**src/common/udp_rx_settings.svh**
```systemverilog
// byte offsets sit in a 12-bit AXI space and the payload window base must align to its size
`ifndef UDP_RX_SETTINGS_SVH
`define UDP_RX_SETTINGS_SVH

// 256 words hold 1024 payload bytes
`define UDP_BUF_WORDS 256
`define ETH_TYPE_IPV4 16'h0800

// bit 0 valid, bits 31:16 byte count
`define REG_STATUS    12'h000
// write 1 to free the buffer
`define REG_RELEASE   12'h004
// 16-bit saturating count
`define REG_DROPS     12'h008
// word n of the buffer at base + 4*n
`define PAYLOAD_BASE  12'h400

`define AXIL_ADDR_W   12

`endif

```
**src/common/udp_rx_pkg.sv**
```systemverilog
// buffer address width follows UDP_BUF_WORDS, and the state enum is also shown by the testbench
`default_nettype none
`include "udp_rx_settings.svh"

package udp_rx_pkg;

    typedef logic [47:0] mac_t;      // ethernet address
    typedef logic [31:0] ip4_t;
    typedef logic [31:0] word_t;     // buffer and AXI data word
    typedef logic [15:0] byte_cnt_t; // payload length in bytes

    typedef logic [$clog2(`UDP_BUF_WORDS)-1:0] buf_addr_t;

    typedef enum logic [2:0] {
        idle,
        preamble,
        eth_head,
        ip_head,
        udp_head,
        rx_data,
        rx_end
    } rx_state_t;

endpackage

`default_nettype wire

```
**src/logic/axil_host_port.sv**
```systemverilog
// full-word writes only, no strobes; one transaction per channel at a time and OKAY on every access
`default_nettype none
`include "udp_rx_settings.svh"

module axil_host_port (
    input  wire                        clk,
    input  wire                        rst_n,
    input  wire [`AXIL_ADDR_W-1:0]     awaddr,
    input  wire                        awvalid,
    output logic                       awready,
    input  wire udp_rx_pkg::word_t     wdata,
    input  wire                        wvalid,
    output logic                       wready,
    output logic [1:0]                 bresp,
    output logic                       bvalid,
    input  wire                        bready,
    input  wire [`AXIL_ADDR_W-1:0]     araddr,
    input  wire                        arvalid,
    output logic                       arready,
    output udp_rx_pkg::word_t          rdata,
    output logic [1:0]                 rresp,
    output logic                       rvalid,
    input  wire                        rready,
    input  wire                        pkt_done,
    input  wire                        pkt_drop,
    input  wire udp_rx_pkg::byte_cnt_t pkt_bytes,
    input  wire                        rd_ack,
    input  wire udp_rx_pkg::word_t     rd_data,
    output logic                       buf_held,
    output logic                       rd_req,
    output udp_rx_pkg::buf_addr_t      rd_addr
);

    logic                    aw_hold;
    logic                    w_hold;
    logic [`AXIL_ADDR_W-1:0] aw_addr_q;
    udp_rx_pkg::word_t       w_data_q;
    udp_rx_pkg::byte_cnt_t   byte_cnt;
    udp_rx_pkg::byte_cnt_t   drops;
    udp_rx_pkg::word_t       reg_rdata;
    logic                    aw_fire;
    logic                    w_fire;
    logic                    ar_fire;
    logic                    do_write;
    logic                    ar_payload;

    assign aw_fire    = awvalid && awready;
    assign w_fire     = wvalid && wready;
    assign ar_fire    = arvalid && arready;
    assign do_write   = aw_hold && w_hold && !bvalid;
    assign ar_payload = (araddr >= `PAYLOAD_BASE) &&
                        (araddr < `PAYLOAD_BASE + 4 * `UDP_BUF_WORDS);
    assign bresp      = 2'b00;
    assign rresp      = 2'b00;

    always_comb begin
        case (araddr)
            `REG_STATUS: reg_rdata = {byte_cnt, 15'd0, buf_held};
            `REG_DROPS:  reg_rdata = {16'd0, drops};
            default:     reg_rdata = '0;          // release and unmapped read as zero
        endcase
    end

    always_ff @(posedge clk or negedge rst_n) begin
        if (!rst_n) begin
            awready  <= 1'b0;
            wready   <= 1'b0;
            arready  <= 1'b0;
            aw_hold  <= 1'b0;
            w_hold   <= 1'b0;
            bvalid   <= 1'b0;
            rvalid   <= 1'b0;
            rd_req   <= 1'b0;
            buf_held <= 1'b0;
            byte_cnt <= '0;
            drops    <= '0;
        end else begin
            awready <= !aw_hold && !aw_fire && !bvalid;
            wready  <= !w_hold && !w_fire && !bvalid;
            arready <= !ar_fire && !rd_req && !rvalid; // next address after R handshake
            if (aw_fire) begin
                aw_hold <= 1'b1;
            end
            if (w_fire) begin
                w_hold <= 1'b1;
            end
            if (do_write) begin
                aw_hold <= 1'b0;
                w_hold  <= 1'b0;
                bvalid  <= 1'b1;
                if (aw_addr_q == `REG_RELEASE && w_data_q[0]) begin
                    buf_held <= 1'b0;
                end
            end
            if (bvalid && bready) begin
                bvalid <= 1'b0;
            end
            if (pkt_done) begin
                buf_held <= 1'b1;
                byte_cnt <= pkt_bytes;
            end
            if (pkt_drop && drops != 16'hffff) begin
                drops <= drops + 16'd1;                // saturates
            end
            if (ar_fire) begin
                if (ar_payload) begin
                    rd_req <= 1'b1;
                end else begin
                    rvalid <= 1'b1;
                end
            end
            if (rd_ack) begin
                rd_req <= 1'b0;
                rvalid <= 1'b1;
            end
            if (rvalid && rready) begin
                rvalid <= 1'b0;
            end
        end
    end

    always_ff @(posedge clk) begin
        if (aw_fire) begin
            aw_addr_q <= awaddr;
        end
        if (w_fire) begin
            w_data_q <= wdata;
        end
        if (ar_fire) begin
            rd_addr <= araddr[2 +: $bits(udp_rx_pkg::buf_addr_t)]; // base aligned to window
            rdata   <= reg_rdata;
        end
        if (rd_ack) begin
            rdata <= rd_data;
        end
    end

    a_rdata_held: assert property (@(posedge clk) disable iff (!rst_n)
        rvalid && !rready |=> rvalid && $stable(rdata));

endmodule

`default_nettype wire

```
**config.mk**
```make
export PLATFORM = sky130hd
export DESIGN_NAME = axil_host_port
export DESIGN_NICKNAME = d
export VERILOG_FILES = /design/src/common/udp_rx_pkg.sv /design/src/logic/axil_host_port.sv
export VERILOG_INCLUDE_DIRS = /design/src /design/src/common
export SDC_FILE = /design/constraint.sdc
export NUM_CORES = 1
export LEC_CHECK = 0
export BUFFER_PORTS_ARGS = -buffer_cell sky130_fd_sc_hd__buf_2
export CAP_MARGIN = 25
export CORE_UTILIZATION = 38
export CTS_BUF_LIST = sky130_fd_sc_hd__clkbuf_16
export CTS_CLUSTER_DIAMETER = 200
export DETAILED_ROUTE_END_ITERATION = 10
export HOLD_SLACK_MARGIN = 0.15
export PLACE_DENSITY = 0.64
export SLEW_MARGIN = 15
export SYNTH_ARGS = -nofsm -noshare
export SYNTH_HDL_FRONTEND = slang
export SYNTH_SLANG_ARGS = --single-unit
```
**constraint.sdc**
```tcl
create_clock -name clk -period 4.7 [get_ports clk]
set_clock_uncertainty 0.05 [all_clocks]
set_input_delay 0.94 -clock clk [delete_from_list [all_inputs] [get_ports clk]]
set_output_delay 0.94 -clock clk [all_outputs]
set_load 0.005 [all_outputs]
```
==> impl_metrics.tcl <==
set metrics [dict create \
    multi_input_area_um2 1040 \
    cp_cell_sequence "buf_2, nor4_1, nand3_1, nor2_1, buf_4, a22o_1" \
    ys_warn_count 0 \
    worstHoldPathType "register to register" \
    synth_top_area_share_pct 42.7 \
    final-setup-viol-count 0 \
    drc 0 \
    status "complete, no violations" \
    dp.cells 499 \
    synth_top_area_cell "edfxtp_1" \
    seqCellArea_um2 2620 \
    max_clock_freq_mhz 381 \
    setup_slack_ps 2080 \
    worst-path-max-fanout 36 \
    hold_violations 0 \
    ioPinCount 165 \
    worst_pin_slew_ps 803 \
    die_w_um 101 \
    port_buffers 129 \
    pre_cts_ws_ps 1700 \
    antenna-diode-count 0 \
    grt.overflow.total 0 \
    cp_slowest_cell "nor2_1" \
    p_seq_share_pct 53.1 \
    avgSynthCellArea_um2 15.0 \
    dr.pass1.iters 4 \
    clockRootBuffer "clkbuf_16" \
    rsz0062_at_grt "no" \
    grt_pass1_wl_mm 12.5 \
    clk_pin_slew_worst_paths_ps 70 \
    cts_tree "done" \
    num-fill-cells 868 \
    mostFrequentLayoutCells "buf_2 (129), edfxtp_1 (53), dfrtp_1 (41)" \
    vias 2565 \
    wl_per_cell_um 15.5 \
    hpwl_mm 5.78 \
    coreArea_um2 9370 \
    min_period_ps 2620 \
    pwr-share-comb_pct 13.0 \
    arrival_ps 2770 \
    dieArea_um2 10200 \
    die_y_um 101 \
    switching_share_pct 24.5 \
    area_delta_synth_final_pct 29.1 \
    initial_core_util_pct 39.8 \
    cts_buffers 9 \
    final_nets 497 \
    track_usage_pct 16.2 \
    ctsResizeCount 0 \
    power_mw 2.05 \
    intPower_mw 1.55 \
    endpoint_kind "register" \
    worstPathRequired_ps 4840 \
    slowest_delay_ps 570 \
    seq_area_frac_synth_pct 70.2 \
    ctsLongestPathBuffers 2 \
    slew_violations 0 \
    drtIter0Drc 67 \
    antenna_left 0 \
    cts_sinks 94 \
    fin_cells 516 \
    grt_max_degree 42 \
    critPathKind "input port to register" \
    vdd_drop_max_mv 0.204 \
    switching_power_uw 501 \
    syn-cell-area_um2 3730 \
    antenna_found_initial 0 \
    postCtsHoldBufs 0 \
    finalCritPeriodShare_pct 55.8 \
    gp_congestion 0.805 \
    p_per_area_nw_per_um2 425 \
    start_kind "input port" \
    syn_inst 249 \
    ys_types 39 \
    max-slew-margin-rel_pct 46.5 \
    finish.utilization_pct 51.3 \
    drv_cap 0 \
    avgViaCountPerCell 4.97 \
    cts_max_level 3 \
    p_clk_share_pct 33.9 \
    p_leak_nw 2.10 \
    clkLatencyLatePin_ps 330 \
    ys_seq_elements 94 \
    grt_pass1_vias 2556 \
    rows 35 \
    drive_gt1_share_pct 43.9 \
    post_cts_buffers 0 \
    setup_tns_ps 0 \
    final_common_cell "buf_2" \
    synth_area_leaders "edfxtp_1 (43%), dfrtp_1 (28%), a22o_1 (7.0%), mux2_2 (5.1%), xnor2_1 (1.6%)" \
    routed_wl_mm 8.00 \
]
critical path, delay by kind of cell:
| family | cells | cell delay, ps |
|---|---|---|
| and+or+nand+nor | 3 | 1050 |
| AOI/OAI and AO/OA | 1 | 150 |
| buffers and inverters | 2 | 610 |
cells in the mapped netlist, drive strengths merged:
master	count
or4	1
a21o	1
or2b	1
a21oi	3
or2	1
o31ai	1
nand3	4
buf	7
nor3	6
a31oi	1
and2	3
xor2	3
inv	4
o211ai	1
conb	1
a211oi	1
nand4	9
a22o	30
o21a	1
nor4b	2
nand2	13
mux2i	2
nor4	6
clkbuf	6
dfrtp	41
nor2	12
mux2	18
edfxtp	53
ha	1
or4b	1
and3	3
o21ai	3
xnor2	7
nor3b	2
through the flow:
stage               hold WS [ps]  instance area [um^2]
finish                       423                  4810
global route                 438                  4810
CTS                          422                  4790
detailed placement           400                  4500
global placement             402                  4480
floorplan                    381                  3740
power by group through the flow:
| stage | registers (mW) | clock network (mW) | logic, mW |
|---|---|---|---|
| CTS | 1.09 | 0.716 | 0.269 |
| floorplan | 1.09 | 0 | 0.144 |
| detailed placement | 1.10 | 0 | 0.268 |
| global route | 1.10 | 0.751 | 0.298 |
| finish | 1.09 | 0.695 | 0.265 |
| global placement | 1.10 | 0 | 0.261 |
sequential cells by signal (all words and copies together), names as in the netlist, 8 cells and up:
signal and flops:
aw_addr_q 12, byte_cnt 16, drops 16, rd_addr 8, rdata 32
final cells by class:
cell class,instances,share of cell area [%]
Clock inverter,7,1.40
Clock buffer,9,4.68
Timing Repair Buffer,132,14.2
Multi-Input combinational cell,141,21.6
Inverter,4,0.312
Sequential cell,94,54.4
Tap cell,129,3.36
worst paths after layout:
check	startpoint	endpoint	slack, ps	depth (start not counted)
max	rd_ack	rdata[12]	2080	6
min reg2reg	w_hold	wready	420	1
min	w_hold	wready	420	1
min in group asynchronous	rst_n	byte_cnt[3]	510	1
max in group asynchronous	rst_n	drops[1]	3610	2
max reg2reg	drops[0]	drops[12]	2760	4
logic make-up (layout without fill, tap and decap cells):
family | Yosys count | in the layout | share of synthesized area [%]
other | 1 | 4 | 0.101
flip-flops | 94 | 94 | 70.2
multiplexers | 20 | 20 | 6.08
AO/OA/AOI/OAI | 42 | 42 | 9.03
buffers and inverters | 17 | 152 | 2.18
AND/OR/NAND/NOR | 64 | 64 | 9.70
adder cells (fa/ha/maj) | 1 | 1 | 0.336
XOR/XNOR | 10 | 10 | 2.35
routing by layer:
metal / part of all wire [%] / global-route usage, % / wire [um] / up-vias
li1: - / - / - / 1212
met1: 43 / 20.2 / 3470 / 1253
met2: 49 / 27.6 / 3900 / 90
met3: 6.1 / 3.12 / 490 / 10
met4: 1.7 / 6.58 / 136 / 0
met5: 0 / 0 / 0 / -
Power figures use the tool's default switching activity.
