**src/common/udp_rx_settings.svh**
```systemverilog
// byte offsets sit in a 12-bit AXI space and the payload window base must align to its size
`ifndef UDP_RX_SETTINGS_SVH
`define UDP_RX_SETTINGS_SVH

// 256 words hold 1024 payload bytes
`define UDP_BUF_WORDS 256
`define ETH_TYPE_IPV4 16'h0800

// bit 0 valid, bits 31:16 byte count
`define REG_STATUS    12'h000
// write 1 to free the buffer
`define REG_RELEASE   12'h004
// 16-bit saturating count
`define REG_DROPS     12'h008
// word n of the buffer at base + 4*n
`define PAYLOAD_BASE  12'h400

`define AXIL_ADDR_W   12

`endif

```
**src/common/udp_rx_pkg.sv**
```systemverilog
// buffer address width follows UDP_BUF_WORDS, and the state enum is also shown by the testbench
`default_nettype none
`include "udp_rx_settings.svh"

package udp_rx_pkg;

    typedef logic [47:0] mac_t;      // ethernet address
    typedef logic [31:0] ip4_t;
    typedef logic [31:0] word_t;     // buffer and AXI data word
    typedef logic [15:0] byte_cnt_t; // payload length in bytes

    typedef logic [$clog2(`UDP_BUF_WORDS)-1:0] buf_addr_t;

    typedef enum logic [2:0] {
        idle,
        preamble,
        eth_head,
        ip_head,
        udp_head,
        rx_data,
        rx_end
    } rx_state_t;

endpackage

`default_nettype wire

```
**src/udp_rx/udp_rx_parser.sv**
```systemverilog
// needs gapless GMII bytes inside a frame, checks no FCS or IP checksum, stores at most 1024 bytes
`default_nettype none
`include "udp_rx_settings.svh"

module udp_rx_parser (
    input  wire                        clk,
    input  wire                        rst_n,
    input  wire                        gmii_rxdv,
    input  wire [7:0]                  gmii_rxd,
    input  wire udp_rx_pkg::mac_t      local_mac,
    input  wire udp_rx_pkg::ip4_t      local_ip,
    input  wire                        buf_held,
    output logic                       wr_req,
    output udp_rx_pkg::buf_addr_t      wr_addr,
    output udp_rx_pkg::word_t          wr_data,
    output logic                       pkt_done,
    output logic                       pkt_drop,
    output udp_rx_pkg::byte_cnt_t      pkt_bytes
);

    udp_rx_pkg::rx_state_t state;
    logic [5:0]            cnt;      // byte index inside the current header
    udp_rx_pkg::mac_t      dst_mac;
    logic [7:0]            type_hi;
    logic [3:0]            ihl;      // IP header length in 32-bit words
    udp_rx_pkg::ip4_t      dst_ip;
    udp_rx_pkg::byte_cnt_t udp_len;
    udp_rx_pkg::byte_cnt_t data_len;
    udp_rx_pkg::byte_cnt_t data_cnt;
    logic                  store;    // buffer was free at frame start
    logic                  mac_ok;
    logic                  last_byte;
    logic                  in_buf;

    assign mac_ok    = (dst_mac == local_mac) || (dst_mac == 48'hffff_ffff_ffff);
    assign last_byte = (data_cnt == data_len - 16'd1);
    assign in_buf    = (data_cnt < `UDP_BUF_WORDS * 4); // beyond this only counted

    always_ff @(posedge clk or negedge rst_n) begin
        if (!rst_n) begin
            state     <= udp_rx_pkg::idle;
            cnt       <= '0;
            dst_mac   <= '0;
            type_hi   <= '0;
            ihl       <= '0;
            dst_ip    <= '0;
            udp_len   <= '0;
            data_len  <= '0;
            data_cnt  <= '0;
            store     <= 1'b0;
            wr_req    <= 1'b0;
            wr_addr   <= '0;
            wr_data   <= '0;
            pkt_done  <= 1'b0;
            pkt_drop  <= 1'b0;
            pkt_bytes <= '0;
        end else begin
            wr_req   <= 1'b0;
            pkt_done <= 1'b0;
            pkt_drop <= 1'b0;
            if (!gmii_rxdv) begin
                state <= udp_rx_pkg::idle; // frame over or cut short
                cnt   <= '0;
            end else begin
                cnt <= cnt + 6'd1;
                case (state)
                    udp_rx_pkg::idle: begin
                        cnt   <= '0;
                        store <= !buf_held;
                        if (gmii_rxd == 8'h55) begin
                            state <= udp_rx_pkg::preamble;
                        end else begin
                            state <= udp_rx_pkg::rx_end; // joined mid-frame
                        end
                    end
                    udp_rx_pkg::preamble: begin
                        if (cnt == 6'd6) begin
                            cnt   <= '0;
                            state <= (gmii_rxd == 8'hd5) ? udp_rx_pkg::eth_head
                                                         : udp_rx_pkg::rx_end;
                        end else if (gmii_rxd != 8'h55) begin
                            state <= udp_rx_pkg::rx_end;
                        end
                    end
                    udp_rx_pkg::eth_head: begin
                        if (cnt < 6'd6) begin
                            dst_mac <= {dst_mac[39:0], gmii_rxd};
                        end
                        if (cnt == 6'd12) begin
                            type_hi <= gmii_rxd;
                        end
                        if (cnt == 6'd13) begin
                            cnt <= '0;
                            if (mac_ok && {type_hi, gmii_rxd} == `ETH_TYPE_IPV4) begin
                                state <= udp_rx_pkg::ip_head;
                            end else begin
                                state <= udp_rx_pkg::rx_end;
                            end
                        end
                    end
                    udp_rx_pkg::ip_head: begin
                        if (cnt == 6'd0) begin
                            ihl <= gmii_rxd[3:0];
                            if (gmii_rxd[3:0] < 4'd5) begin
                                state <= udp_rx_pkg::rx_end; // malformed header
                            end
                        end
                        if (cnt >= 6'd16 && cnt <= 6'd19) begin
                            dst_ip <= {dst_ip[23:0], gmii_rxd};
                        end
                        if (cnt == 6'd19 && {dst_ip[23:0], gmii_rxd} != local_ip) begin
                            state <= udp_rx_pkg::rx_end;
                        end else if (cnt >= 6'd19 && cnt == {ihl, 2'b00} - 6'd1) begin
                            cnt   <= '0;              // options skipped by length
                            state <= udp_rx_pkg::udp_head;
                        end
                    end
                    udp_rx_pkg::udp_head: begin
                        if (cnt == 6'd4) begin
                            udp_len[15:8] <= gmii_rxd;
                        end
                        if (cnt == 6'd5) begin
                            udp_len[7:0] <= gmii_rxd;
                        end
                        if (cnt == 6'd7) begin
                            data_len <= udp_len - 16'd8;
                            data_cnt <= '0;
                            state    <= (udp_len > 16'd8) ? udp_rx_pkg::rx_data
                                                          : udp_rx_pkg::rx_end;
                        end
                    end
                    udp_rx_pkg::rx_data: begin
                        data_cnt <= data_cnt + 16'd1;
                        wr_addr  <= data_cnt[2 +: $bits(udp_rx_pkg::buf_addr_t)];
                        if (data_cnt[1:0] == 2'd0) begin
                            wr_data <= {gmii_rxd, 24'd0}; // low lanes zeroed for short tail
                        end else begin
                            wr_data[31 - 8 * data_cnt[1:0] -: 8] <= gmii_rxd;
                        end
                        wr_req <= store && in_buf && (data_cnt[1:0] == 2'd3 || last_byte);
                        if (last_byte) begin
                            pkt_done  <= store;
                            pkt_drop  <= !store;
                            pkt_bytes <= data_len;
                            state     <= udp_rx_pkg::rx_end;
                        end
                    end
                    udp_rx_pkg::rx_end: ; // wait for gmii_rxdv to fall
                    default: state <= udp_rx_pkg::idle;
                endcase
            end
        end
    end

    // the held buffer is never overwritten
    a_no_write_when_held: assert property (@(posedge clk) disable iff (!rst_n)
        wr_req |-> !buf_held);

    a_done_when_free: assert property (@(posedge clk) disable iff (!rst_n)
        pkt_done |-> !buf_held);

endmodule

`default_nettype wire

```
**config.mk**
```make
export PLATFORM = sky130hd
export DESIGN_NAME = udp_rx_parser
export DESIGN_NICKNAME = d
export VERILOG_FILES = /design/src/common/udp_rx_pkg.sv /design/src/udp_rx/udp_rx_parser.sv
export VERILOG_INCLUDE_DIRS = /design/src /design/src/common
export SDC_FILE = /design/constraint.sdc
export NUM_CORES = 1
export LEC_CHECK = 0
export BUFFER_PORTS_ARGS = -buffer_cell sky130_fd_sc_hd__buf_4
export CORE_MARGIN = 2
export CORE_UTILIZATION = 35
export DETAILED_ROUTE_END_ITERATION = 7
export SYNTH_ARGS = -nofsm -noshare
export SYNTH_HDL_FRONTEND = slang
export SYNTH_SLANG_ARGS = --single-unit
```
**constraint.sdc**
```tcl
create_clock -name clk -period 3.6 [get_ports clk]
set_input_delay 0.72 -clock clk [delete_from_list [all_inputs] [get_ports clk]]
set_output_delay 0.72 -clock clk [all_outputs]
set_load 0.01 [all_outputs]
```
==> flow_results.org <==
** Logic synthesis
- Sequential cell area fraction in the yosys report :: approximately half
- Yosys mapped the design onto between 60 and 70 distinct sky130hd cell types.
- Synthesized netlist cell count :: between 900 and 1000
- When the netlist entered floorplanning its net count stood at ~1000.
- Top cells by area in the synthesized netlist :: sky130_fd_sc_hd__dfrtp_1 (49%), sky130_fd_sc_hd__mux2_1 (11%), sky130_fd_sc_hd__xor2_1 (6.0%)
- Cell type contributing the most total cell area after synthesis :: sky130_fd_sc_hd__dfrtp_1
- Average instance area after synthesis :: roughly 11 um^2
- During synthesis, Yosys emitted a total of 0 warnings.
- Share of synthesized flip-flops with an asynchronous set or reset :: 100%
- In this run, synthesis inferred 0 flip-flops with an integrated enable.
- Number of synthesized register bits :: around 200
- After synthesis the cells add up to 0.0102 mm^2.
- Most used flip-flop cell after synthesis :: sky130_fd_sc_hd__dfrtp_1
- The share of synthesized area in the top cell type comes to between 40 and 50%.

** Final layout
- Multi-input gate area in the final layout :: 0.00494 mm^2
- 0 antenna diodes ended up in the layout.
- In the final layout, the share of cells above drive strength 1 is 22.2%.
- Leaving out fill and tap cells, the most frequent cell in the layout is sky130_fd_sc_hd__dfrtp_1.
- Fillers :: 2775
- The top cell types in the final layout, fill and taps aside, are sky130_fd_sc_hd__dfrtp_1 (201), sky130_fd_sc_hd__buf_4 (166), sky130_fd_sc_hd__nand2_1 (122).
- Combined flip-flop and latch cell area :: 0.00503 mm^2
- Nets :: 1193
- The finished cells cover 0.0126 mm^2.
- Layout overhead on the synthesized area :: 23.2%

** Timing
- The worst pin sits at a relative slew slack of between 30% and 40%.
- At the pin with the least slew margin, the transition time is between 1 and 1.5 ns.
- For the final database, setup skew stands at about 0.012 ns.
- Final worst path period need :: between 3 and 4 ns
- Adding up every negative setup slack in the final design gives 0 ns.
- Total count of hold-check failures in the final report :: 0
- In the finished design, the share of the clock period the worst path needs comes to between 90% and 100%.
- Fmax :: slightly below 300 MHz
- The max-slew violation count was 0.
- Setup repair after global routing missed its margin :: false
- Setup violators final :: 0

** Drt
- After detailed routing, the average wire length per cell comes to 17.4 um.
- The routed layout has between 7000 and 8000 vias.
- DRC Markers :: 0
- The detail route stage leaves a number of antenna-violating nets equal to 0.
- The routed design has 25900 um of wire.
- Wire segments on met3 add up to approximately 920 um in the final route.
- Detailed-routing iteration count for the pre-antenna-repair pass :: 5
- Detailed router's first-iteration violation count :: 427
- Metal-1 WL :: ~12000 um
- Dividing the detail-routed via count by the number of cells gives between 5 and 6.
- Top Layer Used :: met4
- In the detailed route, the total length drawn on met2 is between 10000 and 15000 um.

** Floorplanning
- I/O pins :: approximately 150
- Starting utilization of the core area :: 35.6%
- Row generation in the floorplan step produced just over 60 rows.
- Area of the die :: between 0.03 and 0.04 mm^2
- The core region is approximately 0.029 mm^2.
- Width of the chip :: ~170 um
- Die Y :: around 170 um

** Critical path
- The signal on the critical path passes through inv_1 > ha_1 > or4b_1 > xnor2_1 > o41a_1 > a2111oi_2 > nand2_1 > nor4_4 > nand2_2 > buf_4 > mux2_1.
- In this design, the stage delay of the slowest critical-path cell is 0.67 ns.
- The worst setup path is launched from a flip-flop.
- Slowest CP cell :: sky130_fd_sc_hd__or4b_1
- The worst setup path is captured at a flip-flop.
- CP Max Fanout :: 16
- Worst Path Required :: approximately 4.0 ns
- Critical path data arrival time :: about 3.8 ns
- Critical path class :: flip-flop to flip-flop

** Placement
- At the end of routability-driven placement, the weighted congestion stood at 0.899.
- Total half-perimeter wirelength after legalization and detailed placement :: about 19000 um
- Placement-stage cell area :: ~0.012 mm^2
- Number of port buffers :: 150

** Outcome
- Run status :: finished, final reports clean

** CTS
- The number of clock buffers added by TritonCTS is 24.
- Clock-pin transition on the worst setup and hold timing paths :: ~0.060 ns
- Post-CTS Hold Fix Bufs :: 0
- Once the clock tree was built, the setup fixing pass inserted 0 buffers.
- The clock passes through at most 3 buffers.
- Clock latency on the worst-skew pair, taken at its later pin, is roughly 0.51 ns.
- Post-CTS repair changed the size of 0 cells.
- Clock sink count :: 201
- TritonCTS built the clock tree.
- The tree is rooted in a sky130_fd_sc_hd__clkbuf_16.
- CTS built an H-tree with a depth of 1.

** Pwr
- Power density over the cells :: 513 mW/mm^2
- Worst VDD drop :: 0.316 mV
- Leakage power figure :: between 6 and 7 nW

** GRT
- Overall fraction of global-route tracks in use :: 16.9%
- The total overflow left after global routing is 0.
- Number of global-route vias before repair :: approximately 7600
- Entering global routing, the biggest net connects 86 pins.
- The number of antenna violations at the first check in global routing was 0.
- The first global-routing pass estimated approximately 42000 um of wire.

** Hold path
- The worst hold path belongs to the class input port to asynchronous set/reset pin.

** Job
- Max cap viols :: 0
[cell type report]
class,count,share of cell area (%)
Inverter,16,0.477
Clock inverter,11,0.885
Clock buffer,32,5.50
Timing Repair Buffer,168,10.2
Sequential cell,201,40.0
Multi-Input combinational cell,679,39.2
Tap cell,384,3.82
[report_power, final]
part | switching [mW] | total [mW] | internal, mW | leakage, nW
combinational | 0.497 | 1.03 | 0.534 | 2.93
sequential | 0.440 | 3.00 | 2.55 | 2.71
clock | 0.947 | 2.44 | 1.49 | 0.400
[state kept, by name, summed over array words and instances (netlist names), 3 cells and up]
register	flops
state	3
data_cnt	16
wr_addr	8
wr_data	32
pkt_bytes	16
type_hi	8
dst_ip	24
cnt	6
dst_mac	48
data_len	16
udp_len	16
ihl	4
[layer usage]
metal  GRT usage (%)  up-vias
met1            23.3     3665
met2            27.8      159
met5               0        -
li1                -     3616
met3            2.20       50
met4            5.42        0
[metrics by stage]
| step | std cells | setup slack (ns) | hold WS (ns) | total power, mW | utilization, % |
|---|---|---|---|---|---|
| floorplan | 943 | 0.599 | 0.423 | 3.60 | - |
| global placement | 1448 | 0.356 | 0.460 | 4.05 | 41.1 |
| detailed placement | 1448 | 0.254 | 0.464 | 4.07 | 41.1 |
| CTS | 1491 | 0.239 | 0.268 | 6.53 | 43.9 |
| global route | 1491 | 0.0484 | 0.290 | 6.81 | 43.9 |
| finish | 1491 | 0.240 | 0.223 | 6.46 | 43.9 |
[cell usage after synthesis (all sizes together), types with 2 or more instances]
cell / n
dfrtp: 201
mux2: 127
nand2: 123
xor2: 70
o21ai: 60
xnor2: 54
nor2: 46
clkbuf: 42
nor4: 32
nand4: 30
nor3: 19
inv: 16
nand3: 15
ha: 11
a21oi: 10
nand3b: 6
or3: 6
and3: 5
buf: 5
nor4b: 5
a211o: 4
nand4b: 4
a311oi: 3
and2: 3
nand2b: 3
nor2b: 3
o21a: 3
o311ai: 3
o31a: 3
o31ai: 3
or2: 3
or4: 3
a2bb2oi: 2
a31oi: 2
and3b: 2
[logic make-up (layout without fill, tap and decap cells)]
family                   after synthesis  after routing  synth area share, %
adder cells (fa/ha/maj)               11             11                 1.35
XOR/XNOR                             124            124                 10.6
multiplexers                         128            128                 14.5
flip-flops                           201            201                 49.2
buffers and inverters                 63            227                 2.55
AND/OR/NAND/NOR                      311            311                 15.4
AO/OA/AOI/OAI                        105            105                 6.39
[path summary, 6_finish.rpt]
check | depth (start not counted) | start | to | slack (ns)
max in group asynchronous | 2 | rst_n | cnt[2] | 2.43
max reg2reg | 11 | data_len[0] | pkt_bytes[2] | 0.24
min reg2reg | 2 | wr_addr[7] | wr_addr[7] | 0.47
max | 11 | data_len[0] | pkt_bytes[2] | 0.24
min | 1 | rst_n | pkt_bytes[7] | 0.22
min in group clk | 2 | buf_held | store | 0.39
[worst max-delay path, delay by kind of cell, from the launching register on]
family                   cells  cell delay (ns)
buffers and inverters        2             0.31
AO/OA/AOI/OAI                2             0.59
AND/OR/NAND/NOR              4             1.14
XOR/XNOR                     1             0.21
flip-flops                   1             0.43
multiplexers                 1             0.35
adder cells (fa/ha/maj)      1             0.21
(Power assumes the default switching activity.)
