**src/common/udp_rx_settings.svh**
```systemverilog
// byte offsets sit in a 12-bit AXI space and the payload window base must align to its size
`ifndef UDP_RX_SETTINGS_SVH
`define UDP_RX_SETTINGS_SVH

// 256 words hold 1024 payload bytes
`define UDP_BUF_WORDS 256
`define ETH_TYPE_IPV4 16'h0800

// bit 0 valid, bits 31:16 byte count
`define REG_STATUS    12'h000
// write 1 to free the buffer
`define REG_RELEASE   12'h004
// 16-bit saturating count
`define REG_DROPS     12'h008
// word n of the buffer at base + 4*n
`define PAYLOAD_BASE  12'h400

`define AXIL_ADDR_W   12

`endif

```
**src/common/udp_rx_pkg.sv**
```systemverilog
// buffer address width follows UDP_BUF_WORDS, and the state enum is also shown by the testbench
`default_nettype none
`include "udp_rx_settings.svh"

package udp_rx_pkg;

    typedef logic [47:0] mac_t;      // ethernet address
    typedef logic [31:0] ip4_t;
    typedef logic [31:0] word_t;     // buffer and AXI data word
    typedef logic [15:0] byte_cnt_t; // payload length in bytes

    typedef logic [$clog2(`UDP_BUF_WORDS)-1:0] buf_addr_t;

    typedef enum logic [2:0] {
        idle,
        preamble,
        eth_head,
        ip_head,
        udp_head,
        rx_data,
        rx_end
    } rx_state_t;

endpackage

`default_nettype wire

```
**src/logic/buf_arbiter.sv**
```systemverilog
// a read is granted only in a cycle without a parser write, and rd_req must stay high until rd_ack
`default_nettype none

module buf_arbiter (
    input  wire                        clk,
    input  wire                        rst_n,
    input  wire                        wr_req,
    input  wire udp_rx_pkg::buf_addr_t wr_addr,
    input  wire udp_rx_pkg::word_t     wr_data,
    input  wire                        rd_req,
    input  wire udp_rx_pkg::buf_addr_t rd_addr,
    input  wire udp_rx_pkg::word_t     ram_rdata,
    output logic                       ram_en,
    output logic                       ram_we,
    output udp_rx_pkg::buf_addr_t      ram_addr,
    output udp_rx_pkg::word_t          ram_wdata,
    output logic                       rd_ack,
    output udp_rx_pkg::word_t          rd_data
);

    logic rd_grant;

    assign rd_grant  = rd_req && !wr_req && !rd_ack; // pre-empted read retries next cycle
    assign ram_en    = wr_req || rd_grant;
    assign ram_we    = wr_req;
    assign ram_addr  = wr_req ? wr_addr : rd_addr;
    assign ram_wdata = wr_data;
    assign rd_data   = ram_rdata;                    // registered in the RAM

    always_ff @(posedge clk or negedge rst_n) begin
        if (!rst_n) begin
            rd_ack <= 1'b0;
        end else begin
            rd_ack <= rd_grant;
        end
    end

    // requester keeps its read open and its address steady until the data returns
    a_req_held_to_ack: assert property (@(posedge clk) disable iff (!rst_n)
        rd_ack |-> rd_req && $stable(rd_addr));

endmodule

`default_nettype wire

```
**config.mk**
```make
export PLATFORM = sky130hd
export DESIGN_NAME = buf_arbiter
export DESIGN_NICKNAME = d
export VERILOG_FILES = /design/src/common/udp_rx_pkg.sv /design/src/logic/buf_arbiter.sv
export VERILOG_INCLUDE_DIRS = /design/src /design/src/common
export SDC_FILE = /design/constraint.sdc
export NUM_CORES = 1
export LEC_CHECK = 0
export BUFFER_PORTS_ARGS = -buffer_cell sky130_fd_sc_hd__buf_2
export CORE_ASPECT_RATIO = 0.9
export CORE_MARGIN = 5
export CORE_UTILIZATION = 20
export CTS_CLUSTER_SIZE = 20
export DETAILED_ROUTE_END_ITERATION = 8
export MAX_ROUTING_LAYER = met4
export PLACE_DENSITY = 0.77
export SLEW_MARGIN = 15
export SYNTH_ARGS = -nofsm -noshare
export SYNTH_HDL_FRONTEND = slang
export SYNTH_SLANG_ARGS = --single-unit
```
**constraint.sdc**
```tcl
create_clock -name clk -period 0.8 [get_ports clk]
set_input_delay 0.04 -clock clk [delete_from_list [all_inputs] [get_ports clk]]
set_output_delay 0.04 -clock clk [all_outputs]
set_load 0.03 [all_outputs]
```
==> impl_metrics.env, run 1 <==
export IMPL_min_delay_start="wr_data[24]"
export IMPL_pwr_share_clk=0
export IMPL_place_congestion=0.6608
export IMPL_grt_pass1_vias=336
export IMPL_worst_ep_arrival_time_ns=0.73
export IMPL_slew_violations=0
export IMPL_worstHoldPathCells=0
export IMPL_p_total_w=0.0003753
export IMPL_status="completed"
export IMPL_drt_initial_drc_count=2
export IMPL_avgViaCountPerCell=3.563
export IMPL_dr_total_vias=310
export IMPL_yosys_cell_types_count=6
export IMPL_cp_start_kind="input pin"
export IMPL_die_h_um=64.53
export IMPL_synth_cells=78
export IMPL_finalWorstPathRequiredPeriod_ns=0.7738
export IMPL_p_switching_w=0.0001489
export IMPL_hold_path_class="input pin to primary output"
export IMPL_critPathRequiredTime_ns=0.76
export IMPL_totalNegativeSetupSlack_ns=0
export IMPL_skew_ns=0
export IMPL_dieArea_um2=4554
export IMPL_pwr_share_comb=0.851
export IMPL_swShare=0.3968
export IMPL_vdd_drop_max_mv=0.1042
export IMPL_p_seq_frac=0.149
export IMPL_ys_warn_count=0
export IMPL_p_int_w=0.0002263
export IMPL_area_growth_pct=-28.79
export IMPL_ys_ff_latch=1
export IMPL_finalHoldViolCount=0
export IMPL_met3WireLength_um=342
export IMPL_powerDensity_nw_per_um2=797.7
export IMPL_diodes=0
export IMPL_rsz0062_at_grt="no"
export IMPL_reg2reg_depth=2
export IMPL_cap_violations=0
export IMPL_ys_seq_area_frac=0.03788
export IMPL_rows=19
export IMPL_antenna_found_initial=0
export IMPL_core_um2=3114
export IMPL_die_w_um=70.58
export IMPL_layout_drive_gt1_share=0.9556
export IMPL_reg_top3="rd_ack x1"
export IMPL_firstDrtPassIters=4
export IMPL_grt_pass1_wl_um=1766
export IMPL_post_drt_wl_per_cell_um=14.43
export IMPL_finalCritPeriodShare=0.9673
export IMPL_drt_wl_total_um=1255
export IMPL_grt_max_degree=10
export IMPL_synth_nets=162
export IMPL_regMostFlops="rd_ack"
export IMPL_syn_cell_area_um2=660.6
export IMPL_avgSynthCellArea_um2=8.470
export IMPL_critPathKind="input pin to primary output"
export IMPL_r2r_end="rd_ack"
export IMPL_p_leak_nw=0.2488
export IMPL_max_freq_mhz=1292
export IMPL_largest_reg_flops=1
export IMPL_critPathCaptureType="primary output"
export IMPL_initial_utilization=0.2121
export IMPL_relSlewSlack=0.8939
export IMPL_ant_nets=0
export IMPL_drc_errors=0
export IMPL_ff2ff_setup_slack_ns=0.12
export IMPL_r2r_start="rd_ack"
export IMPL_io_pins=159
export IMPL_overflow=0
export IMPL_cts_setup_buffers=0
export IMPL_worstMarginPinSlew_ns=0.1603
export IMPL_min_to="ram_wdata[24]"
export IMPL_wl_met1_um=265
export IMPL_top_layer_used="met4"
export IMPL_crit_fanout=9
export IMPL_fin_nets=131
export IMPL_track_usage=0.04741
export IMPL_port_buffers=30
export IMPL_clkLatencyLatePin_ns=0
export IMPL_met2_length_um=561
export IMPL_setup_viol=0
==> final cells by class <==
| type | count | area (µm²) |
|---|---|---|
| fill | 348 | 2644 |
| multi-input combinational | 11 | 151.4 |
| timing repair buffer | 33 | 240.2 |
| tap | 42 | 52.55 |
| sequential | 1 | 26.28 |
==> routing by layer <==
layer | global-route usage | up-vias
met5 | - | -
met1 | 0.03036 | 120
met4 | 0.04460 | 0
li1 | - | 110
met3 | 0.05564 | 18
met2 | 0.06425 | 62
==> metrics by stage <==
stage	area [µm²]	instances	hold WS [ns]	util	setup WS [ns]
5_1_grt	470.5	87	0.08005	0.1511	0.004652
3_3_place_gp	407.9	86	-0.1835	0.1310	-0.007692
3_5_place_dp	407.9	86	-0.1786	0.1310	-0.01109
4_1_cts	451.7	87	0.08020	0.1450	0.002455
6_report	470.5	87	0.08001	0.1511	0.02618
2_1_floorplan	676.9	78	-0.2556	-	0.02680
==> critical path: stages <==
cell	delay [ns]
buf_2	0.11
buf_12	0.14
mux2_4	0.30
buf_6	0.14
==> logic make-up after synthesis <==
kind of cell  synth area share
buf+inv                 0.7557
mux                     0.1818
simple gates           0.02461
flops                  0.03787
==> power groups by stage <==
stage          logic (W)  clock network, W  registers (W)
6_report        0.000319                 0      0.0000558
5_1_grt         0.000337                 0      0.0000561
4_1_cts         0.000309                 0      0.0000559
3_5_place_dp    0.000274                 0      0.0000557
3_3_place_gp    0.000272                 0      0.0000560
2_1_floorplan   0.000769                 0      0.0000618
==> what timing repair did <==
action                                 4_1_cts  5_1_grt
setup endpoints to repair                    9        5
pin swaps                                    0        0
endpoints found under the hold margin        1        0
hold buffers                                 1        0
gates resized for setup                     12        5
cloned                                       0        0
==> synth_stat cells <==
cell type,count,share of area
buf_4,65,0.74
mux2_4,8,0.18
nand2b_1,2,0.019
buf_6,1,0.017
dfrtp_1,1,0.038
nor2_1,1,0.0057
==> how the worst max path moves through the flow <==
stage               startpoint           to  slack (ns)  depth (start not counted)
global route            wr_req  ram_addr[2]       0.005                          4
finish                  wr_req  ram_addr[2]        0.03                          4
global placement        rd_ack       ram_en      -0.008                          3
floorplan               rd_ack       ram_en        0.03                          2
detailed placement      wr_req  ram_addr[4]       -0.01                          4
CTS                     wr_req  ram_addr[5]       0.002                          4
==> cells in the final DEF (no fill, tap or decap) <==
cell type      count
buf_12             1
buf_2             21
buf_4              2
buf_6              8
dfrtp_2            1
dlygate4sd3_1      1
mux2_4             8
nand2b_4           2
nor2_1             1
No activity file was read; power rests on OpenSTA's default activity.
==> run 2, diff against run 1 <==
- CORE_ASPECT_RATIO: 0.9 -> not set
==> impl_metrics.env, run 2 (synthesized netlist as in run 1, its figures left out) <==
export IMPL_initial_utilization=0.2129
export IMPL_final_util=0.1512
export IMPL_port_buffers=30
export IMPL_slew_violations=0
export IMPL_fin_ws_ns=0.02200
export IMPL_p_leak_nw=0.2454
export IMPL_grtUsageMet1=0.02562
export IMPL_avgViaCountPerCell=3.398
export IMPL_regMostFlops="rd_ack"
export IMPL_use_met2=0.07169
export IMPL_dpl_cell_area_um2=402.9
export IMPL_design_area_um2=469.2
export IMPL_drc_errors=0
export IMPL_reg_top3="rd_ack x1"
export IMPL_reg2reg_depth=2
export IMPL_pwr_share_comb=0.850
export IMPL_critPathCaptureType="primary output"
export IMPL_area_growth_pct=-28.98
export IMPL_drt_wl_total_um=1169
export IMPL_die_w_um=67.48
export IMPL_largest_reg_flops=1
export IMPL_r2r_end="rd_ack"
export IMPL_ff2ff_setup_slack_ns=0.12
export IMPL_layout_common_cells="buf_2, buf_6, mux2_4"
export IMPL_p_seq_frac=0.150
export IMPL_fill_cells=361
export IMPL_rsz0062_at_grt="no"
export IMPL_met3_usage=0.02496
export IMPL_crit_fanout=11
export IMPL_dr_total_vias=299
export IMPL_swShare=0.3950
export IMPL_cp_endpoint="ram_addr[2]"
export IMPL_finalWorstPathRequiredPeriod_ns=0.7780
export IMPL_pwr_share_clk=0
export IMPL_track_usage=0.04481
export IMPL_hold_path_class="input pin to primary output"
export IMPL_status="completed"
export IMPL_diodes=0
export IMPL_worst_ep_arrival_time_ns=0.74
export IMPL_critPathKind="input pin to primary output"
export IMPL_skew_ns=0
export IMPL_max_freq_mhz=1285
export IMPL_vdd_drop_max_mv=0.1344
export IMPL_ant_nets=0
export IMPL_setup_viol=0
export IMPL_grt_pass1_vias=329
export IMPL_antenna_found_initial=0
export IMPL_overflow=0
export IMPL_cap_violations=0
export IMPL_core_um2=3103
export IMPL_die_h_um=67.48
export IMPL_pre_cts_slack_ns=-0.01334
export IMPL_grt_max_degree=12
export IMPL_p_int_w=0.0002253
export IMPL_grt_pass1_wl_um=1524
export IMPL_crit_start="wr_req"
export IMPL_whs_ns=0.08001
export IMPL_grt_busiest_layer="met2"
export IMPL_clkLatencyLatePin_ns=0
export IMPL_worstMarginPinSlew_ns=0.1566
export IMPL_cts_setup_buffers=0
export IMPL_layout_drive_gt1_share=0.9545
export IMPL_fin_nets=130
export IMPL_r2r_start="rd_ack"
export IMPL_final_common_cell="buf_2"
export IMPL_critPathRequiredTime_ns=0.76
export IMPL_totalNegativeSetupSlack_ns=0
export IMPL_cp_start_kind="input pin"
export IMPL_io_pins=159
export IMPL_p_switching_w=0.0001471
export IMPL_finalHoldViolCount=0
export IMPL_firstDrtPassIters=2
export IMPL_finalCritPeriodShare=0.9725
export IMPL_rows=20
export IMPL_powerDensity_nw_per_um2=793.7
export IMPL_relSlewSlack=0.8963
export IMPL_dieArea_um2=4553
export IMPL_place_congestion=0.5546
export IMPL_drt_initial_drc_count=1
export IMPL_post_drt_wl_per_cell_um=13.28
==> run 2: cell types whose count changed in the layout (fill, tap and decap cells not counted), sizes merged <==
| cell | change |
|---|---|
| buf | -1 |
==> run 2: power by group through the flow <==
| stage | Clock (W) | Sequential (W) | Combinational [W] |
|---|---|---|---|
| global route | 0 | 0.0000566 | 0.000336 |
| finish | 0 | 0.0000558 | 0.000317 |
| detailed placement | 0 | 0.0000559 | 0.000267 |
| global placement | 0 | 0.0000557 | 0.000264 |
| floorplan | 0 | 0.0000618 | 0.000769 |
| CTS | 0 | 0.0000559 | 0.000299 |
==> run 2: how the worst min path moves through the flow <==
stage,start,end,slack (ns),cells past startpoint
final,wr_data[26],ram_wdata[26],0.08,0
after detailed placement,rst_n,rd_ack,-0.18,1
after floorplan,rst_n,rd_ack,-0.26,0
after CTS,wr_data[0],ram_wdata[0],0.08,0
after global routing,wr_data[28],ram_wdata[28],0.08,0
after global placement,rst_n,rd_ack,-0.18,1
==> run 2: stage by stage <==
step / power [W] / cells
final: 0.0003724 / 88
after global routing: 0.0003929 / 88
after CTS: 0.0003545 / 88
after detailed placement: 0.0003228 / 87
after global placement: 0.0003198 / 87
after floorplan: 0.0008306 / 78
==> run 2: final cells by class <==
type	instances	area, µm²	share of cell area
timing repair buffer	32	236.5	0.5040
multi-input combinational	11	151.4	0.3227
tap	44	55.05	0.1173
sequential	1	26.28	0.05600
==> run 2: repair_timing <==
action | in CTS | in global routing
cloned | 0 | 0
setup endpoints to repair | 9 | 7
gates resized for setup | 11 | 7
hold endpoints to repair | 1 | 0
hold buffers | 1 | 0
==> run 2: metal layers <==
metal  wire length, µm  up-vias  share of wire
met5                 0        -              0
met4               152        0           0.13
met3               247       26           0.21
met2               481       42           0.41
met1               288      123           0.25
li1                  -      108              -
==> run 2: critical path, stage by stage <==
cell and delay, ns:
buf_2 0.11, buf_12 0.14, mux2_4 0.30, buf_6 0.14
==> run 3, diff against run 2 <==
- CORE_ASPECT_RATIO: not set -> 0.6
==> impl_metrics.env, run 3 (synthesized netlist as in run 1, its figures left out) <==
export IMPL_critPathKind="flip-flop to primary output"
export IMPL_crit_family="flip-flops"
export IMPL_reg_top3="rd_ack x1"
export IMPL_diodes=0
export IMPL_die_w_um=84.20
export IMPL_design_area_um2=410.4
export IMPL_grt_pass1_vias=328
export IMPL_drt_initial_drc_count=9
export IMPL_slowest_delay_ns=0.37
export IMPL_multi_input_comb_area_um2=151.4
export IMPL_critPathRequiredTime_ns=0.76
export IMPL_dpl_cell_area_um2=391.6
export IMPL_place_inst=88
export IMPL_skew_ns=0
export IMPL_relSlewSlack=0.8909
export IMPL_firstDrtPassIters=2
export IMPL_p_leak_nw=0.2246
export IMPL_drc_errors=0
export IMPL_critPathCaptureType="primary output"
export IMPL_max_freq_mhz=1298
export IMPL_finalHoldViolCount=0
export IMPL_slew_violations=0
export IMPL_post_drt_wl_per_cell_um=17.40
export IMPL_crit_path_top_delay_cell="dfrtp_2"
export IMPL_rows=16
export IMPL_final_common_cell="buf_2"
export IMPL_dieArea_um2=4590
export IMPL_cap_violations=0
export IMPL_dp_hpwl_um=1340
export IMPL_fin_cells=89
export IMPL_fill_cells=370
export IMPL_drt_wl_total_um=1549
export IMPL_cp_start_kind="flip-flop"
export IMPL_grt_pass1_wl_um=1966
export IMPL_min_to="ram_wdata[26]"
export IMPL_final_util=0.1273
export IMPL_crit_top_cell="nand2b_4"
export IMPL_largest_reg_flops=1
export IMPL_min_delay_start="wr_data[26]"
export IMPL_regMostFlops="rd_ack"
export IMPL_ant_nets=0
export IMPL_path_clk_slew_ns=0
export IMPL_r2r_end="rd_ack"
export IMPL_worstMarginPinSlew_ns=0.1648
export IMPL_clkLatencyLatePin_ns=0
export IMPL_setup_viol=0
export IMPL_worstHoldPathCells=0
export IMPL_track_usage=0.05940
export IMPL_grt_busiest_layer="met3"
export IMPL_status="completed"
export IMPL_grtUsageMet1=0.05949
export IMPL_worst_ep_arrival_time_ns=0.73
export IMPL_finalCritPeriodShare=0.9628
export IMPL_cts_setup_buffers=0
export IMPL_place_congestion=0.5089
export IMPL_pre_cts_slack_ns=-0.08752
export IMPL_overflow=0
export IMPL_antenna_found_initial=0
export IMPL_layout_drive_gt1_share=0.9545
export IMPL_reg2reg_depth=2
export IMPL_ff2ff_setup_slack_ns=0.12
export IMPL_fin_nets=130
export IMPL_crit_buf_inv=1
export IMPL_die_h_um=54.52
export IMPL_vdd_drop_max_mv=0.1692
export IMPL_hold_path_class="input pin to primary output"
export IMPL_core_um2=3223
export IMPL_powerDensity_nw_per_um2=798.7
export IMPL_met3_usage=0.08271
export IMPL_r2r_start="rd_ack"
export IMPL_fin_ws_ns=0.02977
export IMPL_io_pins=159
export IMPL_cp_cell_sequence="nand2b_4, nand2b_4, buf_4"
export IMPL_grt_max_degree=11
export IMPL_avgViaCountPerCell=3.438
export IMPL_port_buffers=30
export IMPL_seqCellArea_um2=26.28
export IMPL_dr_total_vias=306
export IMPL_area_growth_pct=-37.88
export IMPL_initial_utilization=0.2050
export IMPL_layout_common_cells="buf_2, mux2_4, nand2b_4, buf_4"
export IMPL_rsz0062_at_grt="no"
export IMPL_crit_fanout=2
export IMPL_use_met2=0.06414
export IMPL_finalWorstPathRequiredPeriod_ns=0.7702
==> run 3: changes by cell type in the layout (fill, tap and decap cells not counted) <==
cell    previous run  this run
buf_6              9         1
buf_2             21        28
buf_4              0         2
buf_12             1         0
==> run 3: metal layers <==
layer,vias to the layer above,wire length [µm]
met2,63,664
met4,0,0
met5,-,0
met3,0,362
li1,108,-
met1,135,522
==> run 3: how the worst max path moves through the flow <==
| stage | from | to | slack, ns | cells past startpoint |
|---|---|---|---|---|
| after detailed placement | wr_req | ram_addr[0] | -0.09 | 3 |
| after global routing | rd_ack | ram_en | 0.005 | 3 |
| final | rd_ack | ram_en | 0.03 | 3 |
| after floorplan | rd_ack | ram_en | 0.03 | 2 |
| after CTS | wr_req | ram_addr[0] | 0.01 | 3 |
| after global placement | wr_req | ram_addr[0] | -0.08 | 3 |
==> run 3: repair_timing <==
action	CTS	global route
endpoints found under the hold margin	1	0
resized for setup	2	1
hold buffers	1	0
endpoints found under the setup margin	9	1
==> run 3: layout make-up <==
| type | count | share of cell area |
|---|---|---|
| multi-input combinational | 11 | 0.3689 |
| sequential | 1 | 0.06402 |
| tap | 45 | 0.1372 |
| timing repair buffer | 32 | 0.4299 |
==> run 3: metrics by stage <==
| step | setup TNS [ns] | hold WS, ns | power, W |
|---|---|---|---|
| detailed placement | -0.6184 | -0.1845 | 0.0003242 |
| CTS | 0 | 0.08020 | 0.0003316 |
| finish | 0 | 0.08001 | 0.0003278 |
| global route | 0 | 0.08004 | 0.0003462 |
| global placement | -0.4969 | -0.1858 | 0.0003227 |
| floorplan | 0 | -0.2556 | 0.0008306 |
==> run 3: report_power, final <==
group          switching (W)  internal, W
registers         0.00000122    0.0000547
logic               0.000144     0.000128
clock network              0            0
